==> src/rtl/cache_pkg.sv <==
// shared widths, typedefs and geometry for the split L1 caches
// every cache RTL module takes what it needs from here

package cache_pkg;

  // basic widths
  localparam int WORD_W     = 32;
  localparam int BYTE_OFF_W = 2;  // byte offset inside a word
  localparam int NUM_BYTES  = WORD_W / 8;

  // cache geometry, one word per line
  localparam int NUM_LINES = 32;
  localparam int INDEX_W   = $clog2(NUM_LINES);          // word-address bits 6:2
  localparam int TAG_W     = WORD_W - INDEX_W - BYTE_OFF_W; // 25 bits

  typedef logic [WORD_W-1:0]    word_t;
  typedef logic [WORD_W-1:0]    addr_t;  // byte address, low bits ignored
  typedef logic [NUM_BYTES-1:0] byte_en_t;
  typedef logic [TAG_W-1:0]     tag_t;
  typedef logic [INDEX_W-1:0]   index_t;

  // everything from here up goes straight to memory
  localparam addr_t NONCACHE_START_ADDR = 32'h8000_0000;

  typedef enum logic [2:0] {
    IDLE,        // serving hits, launching misses
    WRITEBACK,   // dirty victim going out
    FILL,        // line coming in
    UNCACHED,    // single bypass access
    FLUSH_SCAN,  // look at one line of the walk
    FLUSH_WB,    // write back a dirty line found by the walk
    FLUSH_DONE   // walk finished, wait for flush to drop
  } cache_state_t;

endpackage

==> src/rtl/mem_arbiter.sv <==
// merges the icache and dcache memory buses onto one memory port
// dcache wins a tie, the grant is held until the granted access completes
`timescale 1ns/1ps

module mem_arbiter (
  input  logic             CLK,
  input  logic             arst_n,
  // icache side
  input  cache_pkg::addr_t icache_addr,
  input  cache_pkg::word_t icache_wdata,
  input  logic             icache_ren,
  input  logic             icache_wen,
  output cache_pkg::word_t icache_rdata,
  output logic             icache_busy,
  // dcache side
  input  cache_pkg::addr_t dcache_addr,
  input  cache_pkg::word_t dcache_wdata,
  input  logic             dcache_ren,
  input  logic             dcache_wen,
  output cache_pkg::word_t dcache_rdata,
  output logic             dcache_busy,
  // memory port
  output cache_pkg::addr_t mem_addr,
  output cache_pkg::word_t mem_wdata,
  output logic             mem_ren,
  output logic             mem_wen,
  input  cache_pkg::word_t mem_rdata,
  input  logic             mem_busy
);

  typedef enum logic [1:0] {
    OWN_NONE,
    OWN_ICACHE,
    OWN_DCACHE
  } owner_t;

  owner_t owner;  // registered owner of an access in flight
  owner_t grant;  // owner for this cycle
  logic   icache_req;
  logic   dcache_req;

  assign icache_req = icache_ren | icache_wen;
  assign dcache_req = dcache_ren | dcache_wen;

  // pick in the idle cycle, dcache first
  always_comb begin
    grant = owner;
    if (owner == OWN_NONE) begin
      if (dcache_req) begin
        grant = OWN_DCACHE;
      end else if (icache_req) begin
        grant = OWN_ICACHE;
      end
    end
  end

  always_ff @(posedge CLK or negedge arst_n) begin
    if (!arst_n) begin
      owner <= OWN_NONE;
    end else if (grant != OWN_NONE && !mem_busy) begin
      owner <= OWN_NONE;  // access done, free for next cycle
    end else begin
      owner <= grant;
    end
  end

  always_comb begin
    mem_addr    = dcache_addr;
    mem_wdata   = dcache_wdata;
    mem_ren     = 1'b0;
    mem_wen     = 1'b0;
    icache_busy = 1'b1;  // loser always sees busy
    dcache_busy = 1'b1;
    case (grant)
      OWN_DCACHE: begin
        mem_ren     = dcache_ren;
        mem_wen     = dcache_wen;
        dcache_busy = mem_busy;
      end
      OWN_ICACHE: begin
        mem_addr    = icache_addr;
        mem_wdata   = icache_wdata;
        mem_ren     = icache_ren;
        mem_wen     = icache_wen;
        icache_busy = mem_busy;
      end
      default: ;
    endcase
  end

  // only valid for whoever sees busy low
  assign icache_rdata = mem_rdata;
  assign dcache_rdata = mem_rdata;

endmodule

==> config.mk <==
export PLATFORM = sky130hd
export DESIGN_NAME = mem_arbiter
export DESIGN_NICKNAME = d
export VERILOG_FILES = /design/src/rtl/cache_pkg.sv /design/src/rtl/mem_arbiter.sv
export SDC_FILE = /design/constraint.sdc
export NUM_CORES = 1
export LEC_CHECK = 0
export CORE_AREA = 2 2 114 116
export CTS_BUF_LIST = sky130_fd_sc_hd__clkbuf_2
export CTS_CLUSTER_DIAMETER = 40
export DETAILED_ROUTE_END_ITERATION = 6
export DIE_AREA = 0 0 116 118
export DONT_BUFFER_PORTS = 1
export GPL_TIMING_DRIVEN = 0
export SLEW_MARGIN = 20
export SYNTH_ARGS = -nofsm -noshare
export SYNTH_HDL_FRONTEND = slang
export SYNTH_SLANG_ARGS = --single-unit
export TNS_END_PERCENT = 50
==> constraint.sdc <==
create_clock -name CLK -period 1.6 [get_ports CLK]
set_clock_uncertainty 0.2 [all_clocks]
set_input_delay 0.24 -clock CLK [delete_from_list [all_inputs] [get_ports CLK]]
set_output_delay 0.24 -clock CLK [all_outputs]
set_load 0.01 [all_outputs]
==> results.md <==
* Initial antenna violation count at 0
* Register area share after synthesis at 2.72%
* Fin. Hold Viols at 0
* Die ar. at 0.0137 mm2
* Synth Instances at 305
* Vias in the first global route at approximately 2,200
* DR iter-0 viols at 52
* CTS Buf Count at 3
* CTS tree: built
* First-pass DRT Iterations at 4
* R2r setup slk at -0.11 ns
* Die height at 118 um
* Gr ovfl total at 0
* Design area at 0.00314 mm2
* Main synth FF type: dfrtp_1
* Hold WC Path Type: primary input to asynchronous set/reset pin
* P_sw at about 0.67 mW
* Setup TNS at -30.10 ns
* Slack of the critical path at -0.498 ns
* H-tree Lvls at 1
* Post-synth top area share at between 30% and 40%
* Synth cell types at 14
* Largest regs: owner (2)
* EDFF count, synth at 0
* Ranking of synthesized cells by area: o32ai_1 (31%), buf_4 (26%), inv_1 (14%)
* Pleak at between 1 and 1.5 nW
* Fin crit share at 131%
* Int Power at 0.570 mW
* Worst skew pair latency at 0.19 ns
* Global-route wire length before repair at roughly 12 mm
* Tmin final at 2.10 ns
* Port Buf Inserts at 0
* Clock slew at reported path FFs at 0.03 ns
* Clock net sink count at 2
* Global Route Usage Sum at 11.5%
* Num ports at between 200 and 300
* Synthesized Nets at 472
* Failing checks: negative setup slack
* DRC viols at 0
* Share of cells above drive strength 1 at a little over half
* Pin count of the biggest net entering global routing at 11
* Core area at roughly 0.012 mm2
* Pins Over Slew Limit at 0
* Ys async rst share at 100%
* Net Sw Frac at a little over half
* WP data arrival at 1.66 ns
* Top reg by flops: owner
* Post-route ant nets at 0
* CTS max path bufs at 2
* Top cells by count, synth: inv_1 (68), o32ai_1 (66), nand2_1 (65), buf_4 (64), clkbuf_1 (14)
* Comb power frac at 88.5%
* Seq pwr share at 5.1%
* Final nets at 490
* Wirelength per Cell at approximately 18 um
* Crit. End Element: output pin
* Routability Congestion at between 0.7 and 0.8
* CTS root buf: clkbuf_2
* Required @ worst endpoint at 1.16 ns
* DP HPWL at slightly below 7 mm
* Startpoint Class: register
* #FFs+latches synth at 2
* Pwr/cell area at just under 400 mW/mm2
* Die X-Extent at 116 um
* Total number of vias at 2,210
* RSZ-0062 raised after global routing: true
* Tightest Pin Transition at 0.818 ns
* Clock power frac at around 6.4%
* Cell taking the most area after synthesis: o32ai_1
* WS Path Type: register to output pin
* Outcome: complete, but fails checks
* Area growth, synth to finish at 70.3%
* N_diodes at 0
* Max_cap viols at 0
* Routed vias/inst at ~4.5
* Fmax at 0.477 GHz
* DRT Wirelength at 8.94 mm
* Syn Area/Cell at 6.04 um2
* Yosys warns at 0
* Initial Utilization at 14.8%
* DP Area at roughly 0.0021 mm2
* Syn Std Cell Area at ~0.0018 mm2
* Cell Rows at just over 40
* Worst slew margin at 45.5%
* Top-count cell post-synth: inv_1
* Max reg flops at 2
* CP Max Fanout at 5
* Final setup violation count at 69
* Max VDD drop at about 290 uV
cell usage in the layout, fill, tap and decap left out, drive strengths merged:
master	instances
o21a	2
or3	2
buf	90
nand2	65
or2	1
dfrtp	2
nand2b	1
o32ai	66
dlygate4sd3	2
inv	68
clkbuf	17
nor2	3
a21oi	2
repair_timing:
item / CTS / global route
endpoints found under the setup margin: 69 / 69
hold buffers: 2 / 0
endpoints found under the hold margin: 4 / 0
gates cloned: 2 / 1
pin swaps: 16 / 10
buffers inserted: 9 / 0
resized for setup: 112 / 11
metal layers:
metal | up-vias | part of all wire (%) | GRT usage, %
li1 | 1004 | - | -
met2 | 149 | 57 | 23.8
met5 | - | 0 | 0
met4 | 0 | 0.38 | 0.967
met3 | 4 | 6.6 | 1.13
met1 | 1053 | 36 | 12.6
cell type report:
type / instances / area (um2)
plain buffers: 92 / 779
clock buffers: 3 / 15.0
fillers: 1376 / 9280
inverters: 68 / 255
multi-input cells: 142 / 1610
flip-flops and latches: 2 / 52.6
well taps: 172 / 215
repair buffers: 14 / 209
power groups by stage:
stage	combinational (mW)	sequential, mW	clock, mW
6_report	1.10	0.0635	0.0793
5_1_grt	1.17	0.0643	0.0925
4_1_cts	1.05	0.0634	0.0863
3_5_place_dp	0.742	0.0582	0
3_3_place_gp	0.740	0.0581	0
2_1_floorplan	0.612	0.0572	0
kinds of logic after synthesis:
logic type             count (synthesis)  share of synthesized area, %
AO/OA/AOI/OAI                         70                          33.2
flip-flops                             2                          2.72
buffers and inverters                161                          48.9
AND/OR/NAND/NOR                       72                          15.2
per-stage QoR:
stage / worst slack (ns) / power [mW] / util [%] / hold WS, ns / cells
4_1_cts: -0.507 / 1.20 / 24.3 / 0.0674 / 492
3_5_place_dp: -0.790 / 0.800 / 17.2 / -0.255 / 477
6_report: -0.498 / 1.24 / 25.3 / 0.0817 / 493
2_1_floorplan: -0.169 / 0.669 / - / -0.256 / 305
5_1_grt: -0.566 / 1.32 / 25.3 / 0.0707 / 493
3_3_place_gp: -0.783 / 0.798 / 17.2 / -0.255 / 477
worst paths after layout:
| kind | start | endpoint | depth (start not counted) |
|---|---|---|---|
| setup / recovery | owner[1] | mem_addr[1] | 6 |
| hold reg to reg | owner[0] | owner[0] | 1 |
| max in group asynchronous | arst_n | owner[1] | 1 |
| min in group CLK | dcache_ren | owner[1] | 3 |
| hold / removal | arst_n | owner[0] | 1 |
| setup reg to reg | owner[1] | owner[0] | 6 |
worst max-delay path: stages (launching register included):
cell and delay [ns]:
dfrtp_2 0.43, or3_4 0.36, a21oi_4 0.16, buf_12 0.13, buf_12 0.13, clkbuf_16 0.15, o32ai_2 0.10
(Power assumes the default switching activity.)
